===== src/fetch_pkg.sv =====
package fetch_pkg;

	localparam int addr_len = 32;
	localparam int offset_len = 4;
	localparam int index_len = 2;
	localparam int tag_len = addr_len - offset_len - index_len;
	localparam int block_words = 4;
	localparam int line_count = 4;

	localparam int mem_words = 256;
	localparam int mem_index_len = $clog2(mem_words);
	localparam int word_addr_len = addr_len - 2; // memory is addressed in words.
	localparam int mem_latency = 2;

	localparam logic [addr_len-1:0] reset_pc = '0;
	localparam int resp_miss = 1; // bit 0 of the read response stays zero.

	localparam logic [2:0] pc_idle = 3'd0;
	localparam logic [2:0] pc_issue = 3'd1;
	localparam logic [2:0] pc_wait = 3'd2;
	localparam logic [2:0] pc_refill = 3'd3;
	localparam logic [2:0] pc_present = 3'd4;

	// refill walks request, memory wait, then the three write handshakes per word.
	localparam logic [2:0] rf_idle = 3'd0;
	localparam logic [2:0] rf_req = 3'd1;
	localparam logic [2:0] rf_mem = 3'd2;
	localparam logic [2:0] rf_aw = 3'd3;
	localparam logic [2:0] rf_w = 3'd4;
	localparam logic [2:0] rf_b = 3'd5;

	typedef union packed {
		logic [addr_len-1:0] flat;
		struct packed {
			logic [tag_len-1:0] tag;
			logic [index_len-1:0] index;
			logic [offset_len-3:0] word;
			logic [1:0] byte_sel;
		} f;
	} cache_addr_t;

endpackage

===== src/line_refill.sv =====
`timescale 1ns/100ps

module line_refill import fetch_pkg::*; (
	input  logic                     clock,
	input  logic                     reset,
	input  logic                     refill_start,
	input  logic [addr_len-1:0]      refill_addr,
	output logic                     refill_done,

	output logic                     mem_req,
	output logic [word_addr_len-1:0] mem_addr,
	input  logic                     mem_ack,
	input  logic [31:0]              mem_rdata,

	output logic [addr_len-1:0]      awaddr,
	output logic                     awvalid,
	input  logic                     awready,
	output logic [31:0]              wdata,
	output logic [3:0]               wstrb,
	output logic                     wvalid,
	input  logic                     wready,
	input  logic                     bvalid,
	output logic                     bready
);

	logic [2:0] state;
	logic [offset_len-3:0] word_cnt;
	cache_addr_t base;
	cache_addr_t cur;
	logic [31:0] word_q;
	logic last;

	always_comb begin
		cur = base;
		cur.f.word = word_cnt;
		cur.f.byte_sel = '0;
	end

	assign last = word_cnt == (offset_len - 2)'(block_words - 1);

	assign mem_req = state == rf_req;
	assign mem_addr = cur.flat[addr_len-1:2];
	assign awaddr = cur.flat;
	assign awvalid = state == rf_aw;
	assign wvalid = state == rf_w;
	assign wdata = word_q;
	assign wstrb = 4'hf;
	assign bready = state == rf_b;

	always_ff @(posedge clock) begin
		if (reset) begin
			state <= rf_idle;
			word_cnt <= '0;
			refill_done <= 1'b0;
		end else begin
			refill_done <= 1'b0;
			case (state)
				rf_idle: begin
					if (refill_start) begin
						word_cnt <= '0;
						state <= rf_req;
					end
				end
				rf_req: state <= rf_mem; // request is a single-cycle strobe.
				rf_mem: if (mem_ack) state <= rf_aw;
				rf_aw: if (awready) state <= rf_w;
				rf_w: if (wready) state <= rf_b;
				rf_b: begin
					if (bvalid) begin
						if (last) begin
							refill_done <= 1'b1;
							state <= rf_idle;
						end else begin
							word_cnt <= word_cnt + 1'b1;
							state <= rf_req;
						end
					end
				end
				default: state <= rf_idle;
			endcase
		end
	end

	always_ff @(posedge clock) begin
		if (state == rf_idle && refill_start)
			base <= refill_addr;
		if (state == rf_mem && mem_ack)
			word_q <= mem_rdata;
	end

	// the fetch stage waits for refill_done, so it never starts a second line early.
	assert property (@(posedge clock) disable iff (reset)
		refill_start |-> state == rf_idle);

endmodule


===== config.mk =====
export PLATFORM = sky130hd
export DESIGN_NAME = line_refill
export DESIGN_NICKNAME = d
export VERILOG_FILES = /design/src/fetch_pkg.sv /design/src/line_refill.sv
export SDC_FILE = /design/constraint.sdc
export NUM_CORES = 1
export LEC_CHECK = 0
export BUFFER_PORTS_ARGS = -buffer_cell sky130_fd_sc_hd__buf_2
export CORE_MARGIN = 3
export CORE_UTILIZATION = 44
export DETAILED_ROUTE_END_ITERATION = 7
export GPL_TIMING_DRIVEN = 0
export PLACE_DENSITY = 0.85
export SETUP_SLACK_MARGIN = 0.3
export SLEW_MARGIN = 5
export SYNTH_ARGS = -nofsm -noshare
export SYNTH_HDL_FRONTEND = slang
export SYNTH_SLANG_ARGS = --single-unit

===== constraint.sdc =====
create_clock -name clock -period 7.6 [get_ports clock]
set_input_delay 2.28 -clock clock [delete_from_list [all_inputs] [get_ports clock]]
set_output_delay 2.28 -clock clock [all_outputs]
set_load 0.02 [all_outputs]

Word level (Yosys, flattened, before mapping)
Cells that the tools add are included.
{"block": "word_totals", "register_bits": 70, "in_bits": 71, "out_inout_bits": 103, "elab_cells": 39}
{"block": "classes", "addsub": 1, "n_eq_ne": 12, "muxes": 12, "bitwise_logic": 2, "reduce_logical": 7}
{"op": "$pmux W3 S6", "count": 1}
{"op": "$mux W3", "count": 5}
{"op": "$ne A2 B2 Y1 const B", "count": 4}
{"op": "$eq A3 B2 Y1 const B", "count": 2}
{"op": "$eq A3 B3 Y1 const B", "count": 2}
{"op": "$mux W2", "count": 3}
{"op": "$reduce_and A5 Y1", "count": 1}
{"op": "$ne A2 B1 Y1 const B", "count": 2}
{"op": "$pmux W2 S2", "count": 1}
{"op": "$reduce_and A4 Y1", "count": 1}
{"op": "$eq A3 B1 Y1 const B", "count": 1}
{"op": "$logic_not A3 Y1", "count": 1}
{"op": "$reduce_or A3 Y1", "count": 1}
{"op": "$add A2 B1 Y2 const B", "count": 1}
{"op": "$eq A2 B2 Y1 const B", "count": 1}
{"op": "$logic_and A1 B1 Y1", "count": 2}
{"op": "$mux W1", "count": 2}
{"op": "$not A1 Y1", "count": 2}
{"op": "$reduce_bool A2 Y1", "count": 1}

Logic depth before layout (Yosys ltp)
Gate-level depths: netlist (run 1).
{"block": "depth", "ltp_word": 4, "mapped_depth": 5, "ltp_nobuf": 5}

Least setup slack after synthesis (run 1)
Ideal clock, no wire load.
{"block": "synth_path", "kind": "input to register", "start": "in mem_ack", "end": "reg word_q[0] (netlist: wdata[0]) (enable)", "setup_ns": 0.503, "arrival_ns": 5.426, "required_time_ns": 7.097, "slack_ns": 1.671, "stages": 1, "path_buffers": 0, "path_cell_list": "nor4bb_1"}
{"block": "synth_between", "elab_chain_cells": 1}
{"item": "start, declared", "line_no": "line_refill.sv:12", "text": "input logic mem_ack,"}
{"item": "$logic_and A1 B1 Y1", "line_no": "line_refill.sv:87", "text": "if (state == rf_mem && mem_ack)"}
{"item": "end signal, assigned", "line_no": "line_refill.sv:88", "text": "word_q <= mem_rdata;"}
{"item": "end, declared", "line_no": "line_refill.sv:30", "text": "logic [31:0] word_q;"}
No other way between the ends.
A chain may end at the register's enable or synchronous reset.

Worst setup path after layout (run 1)
{"block": "layout_path", "start": "reg state[0]", "end": "out mem_req"}
{"block": "layout_between", "elab_chain_cells": 1}
{"item": "start, declared", "line_no": "line_refill.sv:26", "text": "logic [2:0] state;"}
{"item": "start signal, assigned", "line_no": "line_refill.sv:52", "text": "state <= rf_idle;"}
{"item": "start signal, assigned", "line_no": "line_refill.sv:61", "text": "state <= rf_req;"}
{"item": "start signal, assigned", "line_no": "line_refill.sv:64", "text": "rf_req: state <= rf_mem;"}
{"item": "$eq A3 B1 Y1", "line_no": "line_refill.sv:41", "text": "assign mem_req = state == rf_req;"}
{"item": "end, declared", "line_no": "line_refill.sv:10", "text": "output logic mem_req,"}
No other way between the ends.

==> results of run 1 <==
[final timing paths]
check	startpoint	to	slack [ns]
worst max-delay path	state[0]	mem_req	3.75
worst min-delay path	word_cnt[1]	word_cnt[1]	0.51
worst max register to register	state[0]	base[27]	5.30
worst min register to register	word_cnt[1]	word_cnt[1]	0.51
[kinds of logic (layout without fill, tap and decap cells)]
kind of cell / Yosys count / count (layout) / synth area share [%]
AND/OR/NAND/NOR: 24 / 24 / 6.31
buffers and inverters: 43 / 226 / 12.2
flip-flops: 66 / 66 / 76.9
AO/OA/AOI/OAI: 11 / 11 / 3.36
adder cells (fa/ha/maj): 1 / 1 / 0.501
other: 2 / 7 / 0.301
multiplexers: 1 / 1 / 0.401
[sequential cells by signal, indices dropped and copies added, names as in the netlist]
| signal | count |
|---|---|
| refill_done | 1 |
| state | 3 |
| word_cnt | 2 |
| base | 28 |
| wdata | 32 |
[where the power goes]
group,switching [uW],total (uW),internal [uW]
sequential,23.7,494,470
combinational,215,357,141
clock,116,297,181
[tightest hold or removal path: stages (launching register included)]
cell and delay [ns]:
dfxtp_1 0.34, nand2b_1 0.08, a21oi_1 0.05
[Yosys cell counts, types with 2 or more instances]
cell	number
nor2_1	4
nor4_1	2
edfxtp_1	60
inv_1	3
nor3_1	4
conb_1	2
nand2b_1	2
a21oi_1	4
dfxtp_1	6
nand3b_1	2
buf_4	36
[per-layer routing]
layer | global-route usage (%) | part of all wire, %
met3 | 5.65 | 9.8
met5 | 0 | 0.29
met4 | 11.5 | 2.7
met2 | 34.4 | 57
met1 | 17.5 | 30
[cell type report]
| cell class | instances | area (um2) |
|---|---|---|
| repair buffers | 168 | 865 |
| well taps | 70 | 87.6 |
| clock inverters | 4 | 67.6 |
| fillers | 375 | 1610 |
| flip-flops and latches | 66 | 1920 |
| diodes | 1 | 2.50 |
| inverters | 3 | 11.3 |
| clock buffers | 11 | 131 |
| plain buffers | 40 | 294 |
| multi-input cells | 43 | 308 |
[through the flow]
stage	hold WS, ns	utilization (%)	setup slack (ns)
floorplan	0.563	-	1.67
global placement	0.489	64.4	0.544
detailed placement	0.509	65.8	3.70
CTS	0.522	69.5	3.72
global route	0.565	69.6	3.58
finish	0.515	69.6	3.75
[cell usage in the layout (no fill, tap or decap), drive strengths merged, types with 2 or more instances in the layout]
cell type / n
clkinv: 2
inv: 3
buf: 207
a21oi: 6
dfxtp: 6
nor4b: 2
clkbuf: 12
nor4: 2
bufinv: 2
nand3b: 2
edfxtp: 60
conb: 6
nand2b: 2
nor2: 4
nor3: 4
==> flow_summary.ini, run 1 <==
[setup_path]
crit_cells = 4
critical_path_arrival_ns = 1.57
crit_fanout = 10
startpoint_type = flip-flop
crit_family = buffers and inverters
timing.critical_path.buf_inv = 3
path_cells = buf_6 -> clkbuf_1 -> nor3b_1 -> buf_2
path_class = flip-flop to output port
slowest_stage = clkbuf_1
slowest_delay_ns = 0.39
rr_worst_depth = 5
crit_required_ns = 5.32
end_kind = output port

[cells_and_area]
instances_no_fill = 406
nNetsFinal = 403
final_area_um2 = 3690
syn2layout_area_growth_pct = 47.6
drive_gt1_share_pct = 66.6

[cts]
numCtsBuffers = 9
clock_latency_ns = 0.32
tritoncts = built
h-tree-depth = 3
post_cts_buffers = 0
root_buffer = clkbuf_8
ctsResizeCount = 0
cts_hold_buffers = 0
clkSlewWorstSetupHoldPaths_ns = 0.06
cts_sinks = 66
cts.path.max_buffers = 2

[power_and_ir_drop]
p_total_uw = 1150
irDropWorstVdd_mv = 0.153
leakage_uw = 0.00170
power_per_cell_area_nw_per_um2 = 311

[yosys]
yosysTopAreaCell = edfxtp_1
synth_top_area_share_pct = 72.1
netlist_area_um2 = 2500
synth.yosys.warnings = 0
ys_seq_area_share_pct = 76.9
ys_types = 34
synthArstFlopShare_pct = 0
syn_inst = 148
synth.area.top_cells = edfxtp_1, buf_4, dfxtp_1
syn_avg_cell_area_um2 = 16.9
synth_edf_count = 60
synth-main-ff-cell = edfxtp_1
ys_seq_elements = 66

[route]
drt_iter0_markers = 70
vias_per_cell = 4.56
wire_per_inst_um = 15.4
routed_wl_mm = 6.25
drtAntennaViolNets = 0
firstDrtPassIters = 4
num_vias = 1852
drc = 0

[timing]
tns_ns = 0
hold_viol = 0
setup_viol = 0
maxSlewViolCount = 0
clock_skew_ns = 0.00493
grt_setup_unrepaired = false
fmax_mhz = 260
slew_headroom_pct = 40.5
worst_pin_slew_ns = 0.891
fin_crit_sh_pct = 50.7
min_period_ns = 3.85

[flow_run]
drv_cap = 0

[die]
die_w_um = 81.4
die_h_um = 81.4
dieArea_um2 = 6620
initial_core_util_pct = 47.1
io_pins = 174
num_rows = 26
coreArea_um2 = 5300

[placement]
hpwl_mm = 5.15
post_dp_cell_area_um2 = 3490
numPortBuffers = 163
gp_congestion = 0.868
dp_cells = 390

[status]
status = finished, final reports clean

[global_route]
grt_pass1_wl_mm = 8.80
antenna_found_initial = 2
track_usage_pct = 18.5
grt_max_degree = 17
grt_pass1_vias = 1821
grt-ovfl-total = 0

[hold_path]
hold_path_depth = 2
min_path_type = flip-flop to flip-flop
Power figures use the tool's default switching activity.
==> run 2: changes to the inputs <==
--- a/config.mk
+++ b/config.mk
@@ -7,10 +7,10 @@
 export LEC_CHECK = 0
 export BUFFER_PORTS_ARGS = -buffer_cell sky130_fd_sc_hd__buf_2
 export CORE_MARGIN = 3
-export CORE_UTILIZATION = 44
+export CORE_UTILIZATION = 37
 export DETAILED_ROUTE_END_ITERATION = 7
 export GPL_TIMING_DRIVEN = 0
-export PLACE_DENSITY = 0.85
+export PLACE_DENSITY = 0.76
 export SETUP_SLACK_MARGIN = 0.3
 export SLEW_MARGIN = 5
 export SYNTH_ARGS = -nofsm -noshare
==> constraint.sdc (replaced) <==
create_clock -name clock -period 3.3 [get_ports clock]
set_input_delay 0.99 -clock clock [delete_from_list [all_inputs] [get_ports clock]]
set_output_delay 0.99 -clock clock [all_outputs]
set_load 0.02 [all_outputs]
==> flow_summary.ini, run 2 (synthesis gave the netlist of run 1 again) <==
[timing]
maxSlewViolCount = 0
tns_ns = 0
clock_skew_ns = 0.00898
slew_headroom_pct = 39.1
grt_setup_unrepaired = false
fin_crit_sh_pct = 78.9
hold_viol = 0
worst_pin_slew_ns = 0.910
fmax_mhz = 384
setup_viol = 0
min_period_ns = 2.60

[die]
die_h_um = 88.2
io_pins = 174
num_rows = 29
initial_core_util_pct = 38.7
dieArea_um2 = 7770
coreArea_um2 = 6460
die_w_um = 88.2

[setup_path]
crit_end = mem_req
rrSetupSlack_ns = 1.14
crit_start = state[0]
crit_fanout = 10
path_class = flip-flop to output port
critical_path_arrival_ns = 1.61
end_kind = output port
r2r_end = base[29]
crit_required_ns = 2.31
startpoint_type = flip-flop
rr_worst_depth = 4
r2r-start = state[0]

[cts]
cts.path.max_buffers = 2
ctsResizeCount = 0
cts_hold_buffers = 0
clkSlewWorstSetupHoldPaths_ns = 0.07
h-tree-depth = 3
cts_sinks = 66
clock_latency_ns = 0.34
root_buffer = clkbuf_8
numCtsBuffers = 9
post_cts_buffers = 0
tritoncts = built

[route]
routed_wl_mm = 5.83
wire_per_inst_um = 14.2
firstDrtPassIters = 4
drc = 0
num_vias = 1784
vias_per_cell = 4.34
drt_iter0_markers = 49
drtAntennaViolNets = 0

[cells_and_area]
syn2layout_area_growth_pct = 47.4
post-route-util_pct = 57.0
final_cell_mix = buf_2, edfxtp_1, buf_4
drive_gt1_share_pct = 67.4
instances_no_fill = 411
largest_register_ffs = 32
diodes = 0
nNetsFinal = 401
n_fill_cell = 539
regArea_um2 = 1920
layout_commonest_cell = buf_2
multi_input_area_um2 = 317

[hold_path]
min_path_type = flip-flop to flip-flop

[global_route]
track_usage_pct = 14.0
antenna_found_initial = 1
grt_max_degree = 17
grt_pass1_vias = 1649
grt_pass1_wl_mm = 7.96
grt-ovfl-total = 0

[placement]
hpwl_mm = 4.53
dp_cells = 395
gp_congestion = 0.792
numPortBuffers = 163

[power_and_ir_drop]
p_total_uw = 2600
leakage_uw = 0.00169
irDropWorstVdd_mv = 0.329
power_per_cell_area_nw_per_um2 = 706

[status]
status = finished, final reports clean

[flow_run]
drv_cap = 0
==> run 2: changes by cell type in the layout (fill, tap and decap cells not counted) <==
cell	before	now
buf_4	38	36
bufinv_16	2	1
clkbuf_1	3	1
clkinv_1	2	1
clkinv_2	0	1
clkinv_4	0	1
clkinvlp_4	0	3
diode_2	1	0
nor4b_2	2	1
nor4b_4	0	1
==> run 2: per-layer routing <==
layer / global-route usage [%] / vias up / part of all wire (%)
li1: - / 860 / -
met1: 15.2 / 813 / 37
met2: 23.7 / 95 / 51
met3: 4.99 / 14 / 9.1
met4: 7.83 / 2 / 2.1
met5: 0 / - / 0.31
==> run 2: stage by stage <==
step                setup WS [ns]  instance area [um2]  hold WS (ns)
floorplan                   0.711                 2540         0.563
global placement            0.309                 3460         0.491
detailed placement          0.829                 3490         0.500
CTS                         0.671                 3680         0.512
global route                0.567                 3680         0.539
finish                      0.697                 3680         0.516
==> run 2: critical path, cell delays in order (launching register included) <==
cell and delay [ns]:
dfxtp_1 0.32, buf_6 0.13, clkbuf_1 0.41, nor3b_1 0.23, buf_2 0.19
==> run 2: cell type report <==
| cell class | instances | area share [%] |
|---|---|---|
| plain buffers | 40 | 7.98 |
| repair buffers | 166 | 23.1 |
| clock buffers | 9 | 3.36 |
| clock inverters | 7 | 1.90 |
| flip-flops and latches | 66 | 52.2 |
| multi-input cells | 43 | 8.59 |
| inverters | 3 | 0.306 |
| well taps | 77 | 2.62 |
==> run 2: report_power, final <==
group          internal (uW)  leakage (uW)  switching, uW
Sequential              1080      0.000605           51.5
Combinational            319      0.000996            496
Clock                    346     0.0000889            307
Total                   1750       0.00169            855
==> run 2: how the worst min path moves through the flow <==
stage / startpoint / to / slack [ns] / cells past startpoint
finish: word_cnt[1] / word_cnt[1] / 0.52 / 2
global route: word_cnt[1] / word_cnt[1] / 0.54 / 2
CTS: word_cnt[1] / word_cnt[1] / 0.51 / 2
detailed placement: word_cnt[1] / word_cnt[1] / 0.50 / 2
global placement: word_cnt[1] / word_cnt[1] / 0.49 / 2
floorplan: word_cnt[1] / word_cnt[1] / 0.56 / 2
