File: src/fetch_pkg.sv
package fetch_pkg;

	localparam int addr_len = 32;
	localparam int offset_len = 4;
	localparam int index_len = 2;
	localparam int tag_len = addr_len - offset_len - index_len;
	localparam int block_words = 4;
	localparam int line_count = 4;

	localparam int mem_words = 256;
	localparam int mem_index_len = $clog2(mem_words);
	localparam int word_addr_len = addr_len - 2; // memory is addressed in words.
	localparam int mem_latency = 2;

	localparam logic [addr_len-1:0] reset_pc = '0;
	localparam int resp_miss = 1; // bit 0 of the read response stays zero.

	localparam logic [2:0] pc_idle = 3'd0;
	localparam logic [2:0] pc_issue = 3'd1;
	localparam logic [2:0] pc_wait = 3'd2;
	localparam logic [2:0] pc_refill = 3'd3;
	localparam logic [2:0] pc_present = 3'd4;

	// refill walks request, memory wait, then the three write handshakes per word.
	localparam logic [2:0] rf_idle = 3'd0;
	localparam logic [2:0] rf_req = 3'd1;
	localparam logic [2:0] rf_mem = 3'd2;
	localparam logic [2:0] rf_aw = 3'd3;
	localparam logic [2:0] rf_w = 3'd4;
	localparam logic [2:0] rf_b = 3'd5;

	typedef union packed {
		logic [addr_len-1:0] flat;
		struct packed {
			logic [tag_len-1:0] tag;
			logic [index_len-1:0] index;
			logic [offset_len-3:0] word;
			logic [1:0] byte_sel;
		} f;
	} cache_addr_t;

endpackage
File: src/icache.sv
`timescale 1ns/100ps

module icache import fetch_pkg::*; (
	input  logic                clock,
	input  logic                reset,
	input  logic                fence,

	input  logic [addr_len-1:0] araddr,
	input  logic                arvalid,
	output logic                arready,

	output logic [31:0]         rdata,
	output logic [1:0]          rresp,
	output logic                rvalid,
	input  logic                rready,

	input  logic [addr_len-1:0] awaddr,
	input  logic                awvalid,
	output logic                awready,

	input  logic [31:0]         wdata,
	input  logic [3:0]          wstrb,
	input  logic                wvalid,
	output logic                wready,

	output logic [1:0]          bresp,
	output logic                bvalid,
	input  logic                bready
);

	logic [31:0] data_arr [line_count][block_words];
	logic [tag_len-1:0] tag_arr [line_count];
	logic [line_count-1:0] line_valid;

	cache_addr_t rd_addr;
	cache_addr_t wr_addr; // address captured from the write address channel.
	logic hit;
	logic [1:0] rresp_next;
	logic ar_fire;
	logic r_fire;
	logic aw_fire;
	logic w_fire;
	logic b_fire;

	assign rd_addr = araddr;
	assign hit = line_valid[rd_addr.f.index] && (tag_arr[rd_addr.f.index] == rd_addr.f.tag);

	assign ar_fire = arvalid && arready;
	assign r_fire = rvalid && rready;
	assign aw_fire = awvalid && awready;
	assign w_fire = wvalid && wready;
	assign b_fire = bvalid && bready;

	always_comb begin
		rresp_next = '0;
		rresp_next[resp_miss] = !hit;
	end

	assign bresp = '0;

	// one read in flight: arready drops on accept and comes back once the response is taken.
	always_ff @(posedge clock) begin
		if (reset) begin
			arready <= 1'b1;
			rvalid <= 1'b0;
		end else begin
			arready <= (arready && !arvalid) || (!arready && r_fire);
			rvalid <= (rvalid && !rready) || (!rvalid && ar_fire);
		end
	end

	always_ff @(posedge clock) begin
		if (ar_fire) begin
			rdata <= data_arr[rd_addr.f.index][rd_addr.f.word];
			rresp <= rresp_next;
		end
	end

	always_ff @(posedge clock) begin
		if (reset) begin
			awready <= 1'b1;
			wready <= 1'b0;
			bvalid <= 1'b0;
		end else begin
			awready <= (awready && !awvalid) || (!awready && b_fire);
			wready <= (wready && !wvalid) || (!wready && aw_fire);
			bvalid <= (bvalid && !bready) || (!bvalid && w_fire);
		end
	end

	always_ff @(posedge clock) begin
		if (aw_fire)
			wr_addr <= awaddr;
	end

	// fence wins over a data beat in the same cycle.
	always_ff @(posedge clock) begin
		if (reset || fence)
			line_valid <= '0;
		else if (w_fire)
			line_valid[wr_addr.f.index] <= 1'b1;
	end

	always_ff @(posedge clock) begin
		if (w_fire) begin
			data_arr[wr_addr.f.index][wr_addr.f.word] <= wdata; // whole word, strobes ignored.
			tag_arr[wr_addr.f.index] <= wr_addr.f.tag;
		end
	end

	// the refill stage sends data only after its address was taken, and always a full word.
	assert property (@(posedge clock) disable iff (reset)
		wvalid |-> wready && wstrb == 4'hf);

endmodule

File: config.mk
export PLATFORM = sky130hd
export DESIGN_NAME = icache
export DESIGN_NICKNAME = d
export VERILOG_FILES = /design/src/fetch_pkg.sv /design/src/icache.sv
export SDC_FILE = /design/constraint.sdc
export NUM_CORES = 1
export LEC_CHECK = 0
export ABC_AREA = 1
export BUFFER_PORTS_ARGS = -buffer_cell sky130_fd_sc_hd__buf_2
export CAP_MARGIN = 40
export CORE_AREA = 8 8 220 222
export CTS_BUF_LIST = sky130_fd_sc_hd__clkbuf_4 sky130_fd_sc_hd__clkbuf_8
export CTS_CLUSTER_DIAMETER = 100
export DETAILED_ROUTE_END_ITERATION = 8
export DIE_AREA = 0 0 228 230
export PLACE_DENSITY = 0.74
export SETUP_SLACK_MARGIN = 0.4
export SYNTH_ARGS = -nofsm -noshare
export SYNTH_HDL_FRONTEND = slang
export SYNTH_SLANG_ARGS = --single-unit
File: constraint.sdc
create_clock -name clock -period 3 [get_ports clock]
set_input_delay 0.6 -clock clock [delete_from_list [all_inputs] [get_ports clock]]
set_output_delay 0.6 -clock clock [all_outputs]
set_load 0.02 [all_outputs]
Word-level counts from Yosys, hierarchy flattened
Memories as Yosys holds them, arrays and structs flattened.
Index checks and enable logic that the tools add are counted.
- reduce and logical (&&, ||, !) cells: 35
- magnitude comparators: 6
- bitwise gates (word level): 3
- multiplexer cells: 12
- equality and inequality tests: 1
- operators with widths (kind ; number):
    two-way mux 128 bit ; 1
    two-way mux 32 bit ; 3
    binary-select mux 32 bit (select 2 bit) ; 1
    demux 32 bit (select 2 bit) ; 1
    equality test 26 bit ; 1
    logical AND 1 bit ; 18
    logical NOT 1 bit ; 11
    >= comparator 3 bit (second input constant) ; 2
    logical OR 1 bit ; 6
    less-than comparator 2 x 3 -> 1 bit (second input constant) ; 2
    NOT 2 -> 3 bit ; 2
    two-way mux 1 bit ; 4
    bitwise OR 4 bit ; 1
    less-than comparator 3 x 1 -> 1 bit (second input constant) ; 1
    binary-select mux 1 bit (select 2 bit) ; 1
    demux 1 bit (select 2 bit) ; 1
    >= comparator 2 x 1 -> 1 bit (second input constant) ; 1
- word-level logic and storage cells: 68
- register bits: 74
- bits in writable memories: 616
- output and inout bits: 41
- memories: 2
- memory list (memory ; words ; bits a word ; read ports ; clocked after Yosys merged registers in ; wr ports ; RTL line ; RTL):
    data_arr ; 4 ; 128 ; 1 ; 0 ; 1 ; icache.sv:31 ; logic [31:0] data_arr [line_count][block_words];
    tag_arr ; 4 ; 26 ; 1 ; 0 ; 1 ; icache.sv:32 ; logic [tag_len-1:0] tag_arr [line_count];

Longest topological paths before layout
Gate-level depths: netlist of the first run.
- word-level depth: 6
- gate-level depth with buffers: 14
- mapped depth without buffers: 12

Worst setup path before layout of the first run
OpenSTA, ideal clock, no wires.
- kind: input -> register
- from: in wvalid
- to: mem data_arr[0][0] (netlist name), enable pin
- buffers on the path: 0
- stages on the path: 4
- data arrival time: 2.348 ns
- setup slack: 0.230 ns
- library setup time: 0.421 ns
- path through: nand2_1 > inv_1 > nand3_1 > nor2_1
- cells in the longest elaborated chain, start to end: 3
- ends and longest elaborated chain (element ; RTL line ; RTL):
    start, declared ; icache.sv:23 ; input logic wvalid,
    logical AND 1 bit ; icache.sv:51 ; assign w_fire = wvalid && wready;
    two-way mux 1 bit ; icache.sv:105 ; if (w_fire) begin
    two-way mux 128 bit (implied by the code) ; icache.sv:106 ; data_arr[wr_addr.f.index][wr_addr.f.word] <= wdata;
    end, declared ; icache.sv:31 ;
No other way between the ends.

Worst setup path in the final report of the first run
- from: reg wready
- to: mem data_arr[0][85] (netlist name), enable pin
- cells in the longest elaborated chain, start to end: 3
- ends and longest elaborated chain (element ; RTL line ; RTL):
    start, declared ; icache.sv:24 ; output logic wready,
    start signal, assigned ; icache.sv:86 ; wready <= (wready && !wvalid) || (!wready && aw_fire);
    logical AND 1 bit ; icache.sv:51 ;
    two-way mux 1 bit ; icache.sv:105 ;
    two-way mux 128 bit (implied by the code) ; icache.sv:106 ;
No other way between the ends.

==> results.rst, run 1 <==
.. list-table::
   :header-rows: 1

   * - Metric
     - Value
   * - Worst reg2reg path endpoint
     - data_arr[0][85]
   * - Die Outline Area
     - 52400 sq um
   * - H-tree levels
     - 3
   * - Post-synthesis cell area
     - 26600 sq um
   * - PwrDens
     - 636 nW/um^2
   * - Unrepaired setup endpoints after global routing
     - no
   * - Global-route wire length before repair
     - 92.9 mm
   * - TritonCTS clock tree
     - done
   * - Number of buffers added on ports
     - 137
   * - Post-synthesis instance total
     - 1925
   * - Layout Area Growth over Synthesis
     - 13.2%
   * - Clock sink total
     - 688
   * - Clk_skew
     - 0.0376 ns
   * - Critical R2R Launch
     - wready
   * - Slack of the worst reg-to-reg path
     - 0.79 ns
   * - Instance count after placement with tap cells included
     - 2592
   * - CP Data Arrival Time
     - 2.58 ns
   * - Die Width
     - 228 um
   * - Fraction of final layout cells sized beyond drive strength 1
     - 17.1%
   * - Critical Path Fanout Max
     - 8
   * - Via count of the first global-routing pass
     - 16.6k
   * - Met2 demand-to-capacity share in global routing
     - 36.8%
   * - Post-cts hold buffer count
     - 0
   * - Synthesized-area fraction occupied by adder cells
     - 0%
   * - Layer carrying the most global-route usage
     - met2
   * - Chip Height
     - 230 um
   * - Detailed-route vias per instance
     - 6.01
   * - Post-Route Hold Slack
     - 0.107 ns
   * - Detail Placement HPWL
     - 33.9 mm
   * - Flip-flop and latch count after synthesis
     - 688
   * - Net count, final
     - 2204
   * - Total overflow reported by the global router
     - 0
   * - Later-pin clock latency in the skew report
     - 0.69 ns
   * - Critical path launch point type
     - flip-flop
   * - Reg clk slew, reported paths
     - 0.06 ns
   * - Final core area utilization
     - 67.0%
   * - Maximum number of pins on one net before global-route repair
     - 108
   * - Share of the synthesized area in the top cell type
     - 76.7%
   * - Post-route minimum period
     - 2.21 ns
   * - Unique masters post-synth
     - 23
   * - Total routed wirelength
     - 61.2 mm
   * - Proportion of synthesized chip area in sequential cells
     - 77.4%
   * - Leakage
     - 10.2 nW
   * - Deepest clock path buffer count
     - 3
   * - Setup crit start
     - wready
   * - Num rows
     - 78
   * - Std-Cell Core Area
     - 44900 sq um
   * - Hold Path Sink
     - wr_addr[6]
   * - Commonest non-fill, non-tap cell in the layout
     - sky130_fd_sc_hd__edfxtp_1
   * - Setup Total Neg Slack
     - 0 ns
   * - Kind of path behind the tightest hold check
     - input port to flip-flop
   * - Largest family of logic cells by synthesized area
     - simple AND/OR/NAND/NOR gates
   * - Root cell of the clock tree
     - sky130_fd_sc_hd__clkbuf_8
   * - Starting Density
     - 59.2%
   * - # DRC
     - 0
   * - Top library cells by usage in the layout, fill and taps aside
     - sky130_fd_sc_hd__edfxtp_1 (679), sky130_fd_sc_hd__nor2_1 (285), sky130_fd_sc_hd__o21ai_0 (244)
   * - Actual slew at the worst max-slew pin
     - 0.603 ns
   * - Peak supply drop
     - 0.648 mV
   * - Slowest-stage cell, CP
     - sky130_fd_sc_hd__nor2_4
   * - Top Ports
     - 149
   * - Non-filler cells, final
     - 2777
   * - Overall via count from detail_route
     - 16.7k
   * - FF-to-FF path depth
     - 5
   * - Max_slew headroom
     - 59.8%
   * - Family of cells with the greatest summed delay on the critical path
     - simple AND/OR/NAND/NOR gates
   * - Number of max-slew violations in the final report
     - 0
   * - Number of design-rule violations left by the first detailed-router iteration
     - 1719
   * - First-pass detailed-route iteration total
     - 5
   * - Number of cells on the worst hold path
     - 1
   * - Type of the worst setup path
     - flip-flop to flip-flop
   * - Post-layout total power
     - 0.0191 W
   * - Number of clock buffers inserted by TritonCTS
     - 102
   * - Final weighted congestion in routability-driven placement
     - 0.758
   * - Simple-Gate Fraction of Synth Area
     - 10.1%
   * - Number of warning messages in the yosys log
     - 0
   * - Crit path capture type
     - flip-flop
   * - Logic depth of the worst setup path including buffers
     - 5
   * - Post-synthesis mux area share
     - 0%
   * - Number of maximum-capacitance violations
     - 0
   * - Count of final hold-check violations
     - 0
   * - Leading post-synthesis cells by cell area
     - sky130_fd_sc_hd__edfxtp_1 (77%), sky130_fd_sc_hd__o21ai_0 (4.6%), sky130_fd_sc_hd__nor2_1 (4.3%)
   * - XOR/XNOR Fraction of Synth Area
     - 0%
   * - Met1 demand-to-capacity share in global routing
     - 30.0%
   * - Fraction of the cycle the final worst path needs
     - 73.6%
   * - Critical Path, Cell by Cell
     - nand2_1 -> inv_1 -> nand3_1 -> nor2_4 -> buf_4
   * - Fraction of met3 tracks used by global routing
     - 4.84%
   * - Hold_sp
     - awaddr[6]
   * - Post-CTS setup buffer count
     - 0
   * - Initial antenna violation count
     - 5
   * - Worst Path Required
     - 3.37 ns
   * - Library cell occupying the most area in the post-synthesis netlist
     - sky130_fd_sc_hd__edfxtp_1
   * - Worst path buffer plus inverter count
     - 2
   * - Post-cts resize count
     - 0
   * - Tot GR Track Use
     - 22.9%
   * - Run status
     - finished, final reports clean
   * - Achievable frequency
     - 0.453 GHz
   * - Wirelength per Cell
     - 22.0 um
   * - Count of endpoints failing setup in the final report
     - 0
   * - Delay of the slowest critical-path stage
     - 0.42 ns
   * - Post-Synthesis Mean Instance Area
     - 13.8 sq um
   * - Post-DRT Antenna Nets
     - 0
   * - Compound-gate portion of the synthesized area
     - 9.66%
final cells by class:
cell class,count,area (sq um)
Antenna cell,4,10.0
Clock buffer,140,1700
Clock inverter,41,239
Fill cell,3085,14800
Inverter,31,126
Multi-Input combinational cell,1082,5400
Sequential cell,688,20600
Tap cell,600,751
Timing Repair Buffer,191,1290
worst max path at each step:
stage,to,slack [ns]
2_1_floorplan,data_arr[0][0],0.23
3_3_place_gp,data_arr[1][79],0.50
3_5_place_dp,data_arr[0][79],0.44
4_1_cts,data_arr[0][85],0.79
5_1_grt,data_arr[0][89],0.69
6_report,data_arr[0][85],0.79
sequential cells by signal (all words and copies together), names as in the netlist:
signal	flops
rdata	32
rvalid	1
wready	1
tag_arr	104
data_arr	512
bvalid	1
wr_addr	30
arready	1
awready	1
line_valid	4
rresp	1
report_power, final:
part	internal [W]	leakage [nW]	total [W]	switching (W)
clock	0.00383	1.02	0.00720	0.00338
sequential	0.0107	6.22	0.0108	0.0000556
combinational	0.000323	2.99	0.00113	0.000811
synth_stat cells:
cell type,instances
sky130_fd_sc_hd__buf_4,17
sky130_fd_sc_hd__nand3_1,101
sky130_fd_sc_hd__clkinv_1,1
sky130_fd_sc_hd__o21ai_0,244
sky130_fd_sc_hd__edfxtp_1,679
sky130_fd_sc_hd__buf_2,33
sky130_fd_sc_hd__nand3b_1,19
sky130_fd_sc_hd__inv_2,1
sky130_fd_sc_hd__buf_6,6
sky130_fd_sc_hd__a21oi_1,2
sky130_fd_sc_hd__buf_1,2
sky130_fd_sc_hd__nor3_1,1
sky130_fd_sc_hd__conb_1,1
sky130_fd_sc_hd__dfxtp_1,9
sky130_fd_sc_hd__o211ai_1,28
sky130_fd_sc_hd__clkbuf_1,68
sky130_fd_sc_hd__inv_1,29
sky130_fd_sc_hd__or2_2,1
sky130_fd_sc_hd__nand2_1,235
sky130_fd_sc_hd__nor2_1,305
sky130_fd_sc_hd__o221ai_1,100
sky130_fd_sc_hd__o22ai_1,28
sky130_fd_sc_hd__o21ai_1,15
layer usage:
| metal | share of wire, % | vias to the layer above |
|---|---|---|
| met1 | 40 | 8184 |
| met5 | 0.039 | - |
| met3 | 8.3 | 145 |
| met2 | 48 | 813 |
| li1 | - | 7533 |
| met4 | 3.1 | 4 |
cell families (layout without fill, tap and decap cells):
| kind of cell | Yosys count | after routing |
|---|---|---|
| flops | 688 | 688 |
| simple gates | 662 | 662 |
| compound gates | 417 | 417 |
| buf+inv | 157 | 403 |
| other cells | 1 | 7 |
through the flow:
stage,cell area (sq um),worst slack [ns]
2_1_floorplan,26600,0.230
3_3_place_gp,28100,0.500
3_5_place_dp,28100,0.442
4_1_cts,30100,0.787
5_1_grt,30100,0.688
6_report,30100,0.793
No activity file was read; power rests on OpenSTA's default activity.
==> inputs of run 2 (changes only) <==
Settings changed: CORE_AREA 8 8 220 222 to 8 8 225 227, DIE_AREA 0 0 228 230 to 0 0 233 235.
Clock period 3 ns to 1.95 ns, I/O delays scaled along.
==> results.rst, run 2 (synthesized netlist as in run 1, its figures left out) <==
.. list-table::
   :header-rows: 1

   * - Metric
     - Value
   * - Clock sink total
     - 688 (unchanged)
   * - Commonest non-fill, non-tap cell in the layout
     - sky130_fd_sc_hd__edfxtp_1
   * - Family of cells with the greatest summed delay on the critical path
     - flip-flops
   * - Number of max-slew violations in the final report
     - 0 (unchanged)
   * - Clk_skew
     - 0.0420 ns (+0.00444 ns)
   * - Non-filler cells, final
     - 2894 (+4.2%)
   * - Top library cells by usage in the layout, fill and taps aside
     - sky130_fd_sc_hd__edfxtp_1 (679), sky130_fd_sc_hd__nor2_1 (280), sky130_fd_sc_hd__o21ai_0 (244)
   * - Number of buffers added on ports
     - 137 (unchanged)
   * - Peak supply drop
     - 0.643 mV (-0.76%)
   * - Register area
     - 20600 sq um (about the same)
   * - Critical path launch point type
     - flip-flop
   * - Delay of the slowest critical-path stage
     - 0.44 ns (+0.02 ns)
   * - Final weighted congestion in routability-driven placement
     - 0.775 (+2.2%)
   * - Chip Height
     - 235 um (+2.2%)
   * - Leakage
     - 11.0 nW (+7.7%)
   * - Maximum number of pins on one net before global-route repair
     - 86 (-20%)
   * - Post-DRT Antenna Nets
     - 0 (unchanged)
   * - Critical Path, Cell by Cell
     - buf_6
   * - Die Outline Area
     - 54800 sq um (+4.4%)
   * - Setup Total Neg Slack
     - 0 ns (unchanged)
   * - Number of maximum-capacitance violations
     - 0 (unchanged)
   * - # DRC
     - 0 (unchanged)
   * - TritonCTS clock tree
     - done
   * - Flip-flop count of the largest register after layout
     - 512 (unchanged)
   * - Total overflow reported by the global router
     - 0 (unchanged)
   * - Post-route minimum period
     - 1.72 ns
   * - Worst path buffer plus inverter count
     - 1 (-1)
   * - Post-layout total power
     - 0.0303 W (+58%)
   * - Num rows
     - 80 (+2.6%)
   * - Wirelength per Cell
     - 23.8 um (+7.9%)
   * - Net count, final
     - 2304 (+4.5%)
   * - Instance count after placement with tap cells included
     - 2622 (+1.2%)
   * - Number of design-rule violations left by the first detailed-router iteration
     - 1881 (+9.4%)
   * - CP Data Arrival Time
     - 1.33 ns (-1.25 ns)
   * - Unrepaired setup endpoints after global routing
     - yes
   * - Type of the worst setup path
     - flip-flop to output port
   * - PwrDens
     - 942 nW/um^2 (+48%)
   * - Reg clk slew, reported paths
     - 0.06 ns (about the same)
   * - Final core area utilization
     - 68.2% (+1.2 points)
   * - Tot GR Track Use
     - 23.3% (+0.48 points)
   * - Initial antenna violation count
     - 3 (-2)
   * - H-tree levels
     - 3 (unchanged)
   * - Count of endpoints failing setup in the final report
     - 0 (unchanged)
   * - Crit path capture type
     - output port
   * - Total routed wirelength
     - 68.8 mm (+12%)
   * - Root cell of the clock tree
     - sky130_fd_sc_hd__clkbuf_8
   * - Fraction of the cycle the final worst path needs
     - 88.1%
   * - Achievable frequency
     - 0.582 GHz
   * - Fraction of final layout cells sized beyond drive strength 1
     - 20.6% (+3.4 points)
   * - Deepest clock path buffer count
     - 3 (unchanged)
   * - Detail Placement HPWL
     - 33.3 mm (-2.0%)
   * - Global-route wire length before repair
     - 98.2 mm (+5.7%)
   * - Starting Density
     - 56.4% (-2.8 points)
   * - Std-Cell Core Area
     - 47100 sq um (+5.0%)
   * - Die Width
     - 233 um (+2.2%)
   * - Number of clock buffers inserted by TritonCTS
     - 108 (+5.9%)
   * - First-pass detailed-route iteration total
     - 7 (+2)
   * - Filler instances
     - 3011 (-2.4%)
   * - Later-pin clock latency in the skew report
     - 0.72 ns (+0.03 ns)
   * - Detailed-route vias per instance
     - 6.02 (+0.25%)
   * - Top Ports
     - 149 (unchanged)
   * - Multi-input logic area
     - 5530 sq um (+2.4%)
   * - Layout Area Growth over Synthesis
     - 21.0%
   * - Worst Path Required
     - 1.56 ns (-1.81 ns)
   * - Regs by FF count
     - data_arr: 512 flops, tag_arr: 104 flops, rdata: 32 flops
   * - Count of final hold-check violations
     - 0 (unchanged)
   * - Kind of path behind the tightest hold check
     - input port to flip-flop
   * - Via count of the first global-routing pass
     - 17.5k (+5.3%)
   * - Slowest-stage cell, CP
     - sky130_fd_sc_hd__edfxtp_1
   * - Critical Path Fanout Max
     - 1 (-7)
   * - Register name with the most flops
     - data_arr
   * - Run status
     - finished, final reports clean
   * - Overall via count from detail_route
     - 17.4k (+4.5%)
-- run 2: cell types whose count changed in the layout (fill, tap and decap cells not counted), moves of 6 or more --
cell,delta
sky130_fd_sc_hd__nor2_4,+6
sky130_fd_sc_hd__buf_4,-6
sky130_fd_sc_hd__inv_1,-8
sky130_fd_sc_hd__clkbuf_16,+12
sky130_fd_sc_hd__nand3_1,-8
sky130_fd_sc_hd__buf_6,+44
sky130_fd_sc_hd__buf_2,-33
sky130_fd_sc_hd__buf_12,+37
sky130_fd_sc_hd__dlygate4sd3_1,+36
-- run 2: path summary, 6_finish.rpt --
path	startpoint	endpoint	slack, ns	cells after the start
setup / recovery	rdata[31]	rdata[31]	0.23	1
hold / removal	wdata[13]	data_arr[3][13]	0.05	1
setup reg to reg	wr_addr[4]	data_arr[3][38]	0.30	4
hold reg to reg	line_valid[0]	line_valid[0]	0.48	2
-- run 2: timing repair --
action                                  4_1_cts  5_1_grt
pin swaps                                     3       19
gates resized for setup                      65       47
setup buffers                                 5       20
hold buffers                                 36        0
gates cloned                                  3       15
hold endpoints to repair                     38        0
endpoints found under the setup margin      330      329
-- run 2: area by class of cell --
class                           count  share of cell area, %
Sequential cell                   688                   64.0
Multi-Input combinational cell   1082                   17.2
Clock buffer                      144                   5.48
Timing Repair Buffer              285                   9.57
Antenna cell                        2                 0.0156
Inverter                           31                  0.483
Tap cell                          615                   2.39
Clock inverter                     47                  0.833
-- run 2: metal layers --
layer  vias up  global-route usage [%]  wire [um]
met5         -                       0         10
met4         2                    10.0       2150
met3       137                    4.28       6370
met2       903                    39.3      34300
met1      8634                    29.4      26000
li1       7750                       -          -
-- run 2: power by group --
group | total, W | switching, W | internal [W]
clock | 0.0115 | 0.00552 | 0.00602
sequential | 0.0166 | 0.000105 | 0.0165
combinational | 0.00211 | 0.00135 | 0.000759
-- run 2: per-stage QoR --
| stage | hold slack, ns | area [sq um] | setup slack [ns] |
|---|---|---|---|
| 2_1_floorplan | 0.440 | 26800 | 0.277 |
| 3_3_place_gp | 0.453 | 28800 | 0.0455 |
| 3_5_place_dp | 0.463 | 28800 | 0.0221 |
| 4_1_cts | 0.00514 | 31500 | 0.183 |
| 5_1_grt | 0.0210 | 32100 | 0.179 |
| 6_report | 0.0475 | 32100 | 0.233 |
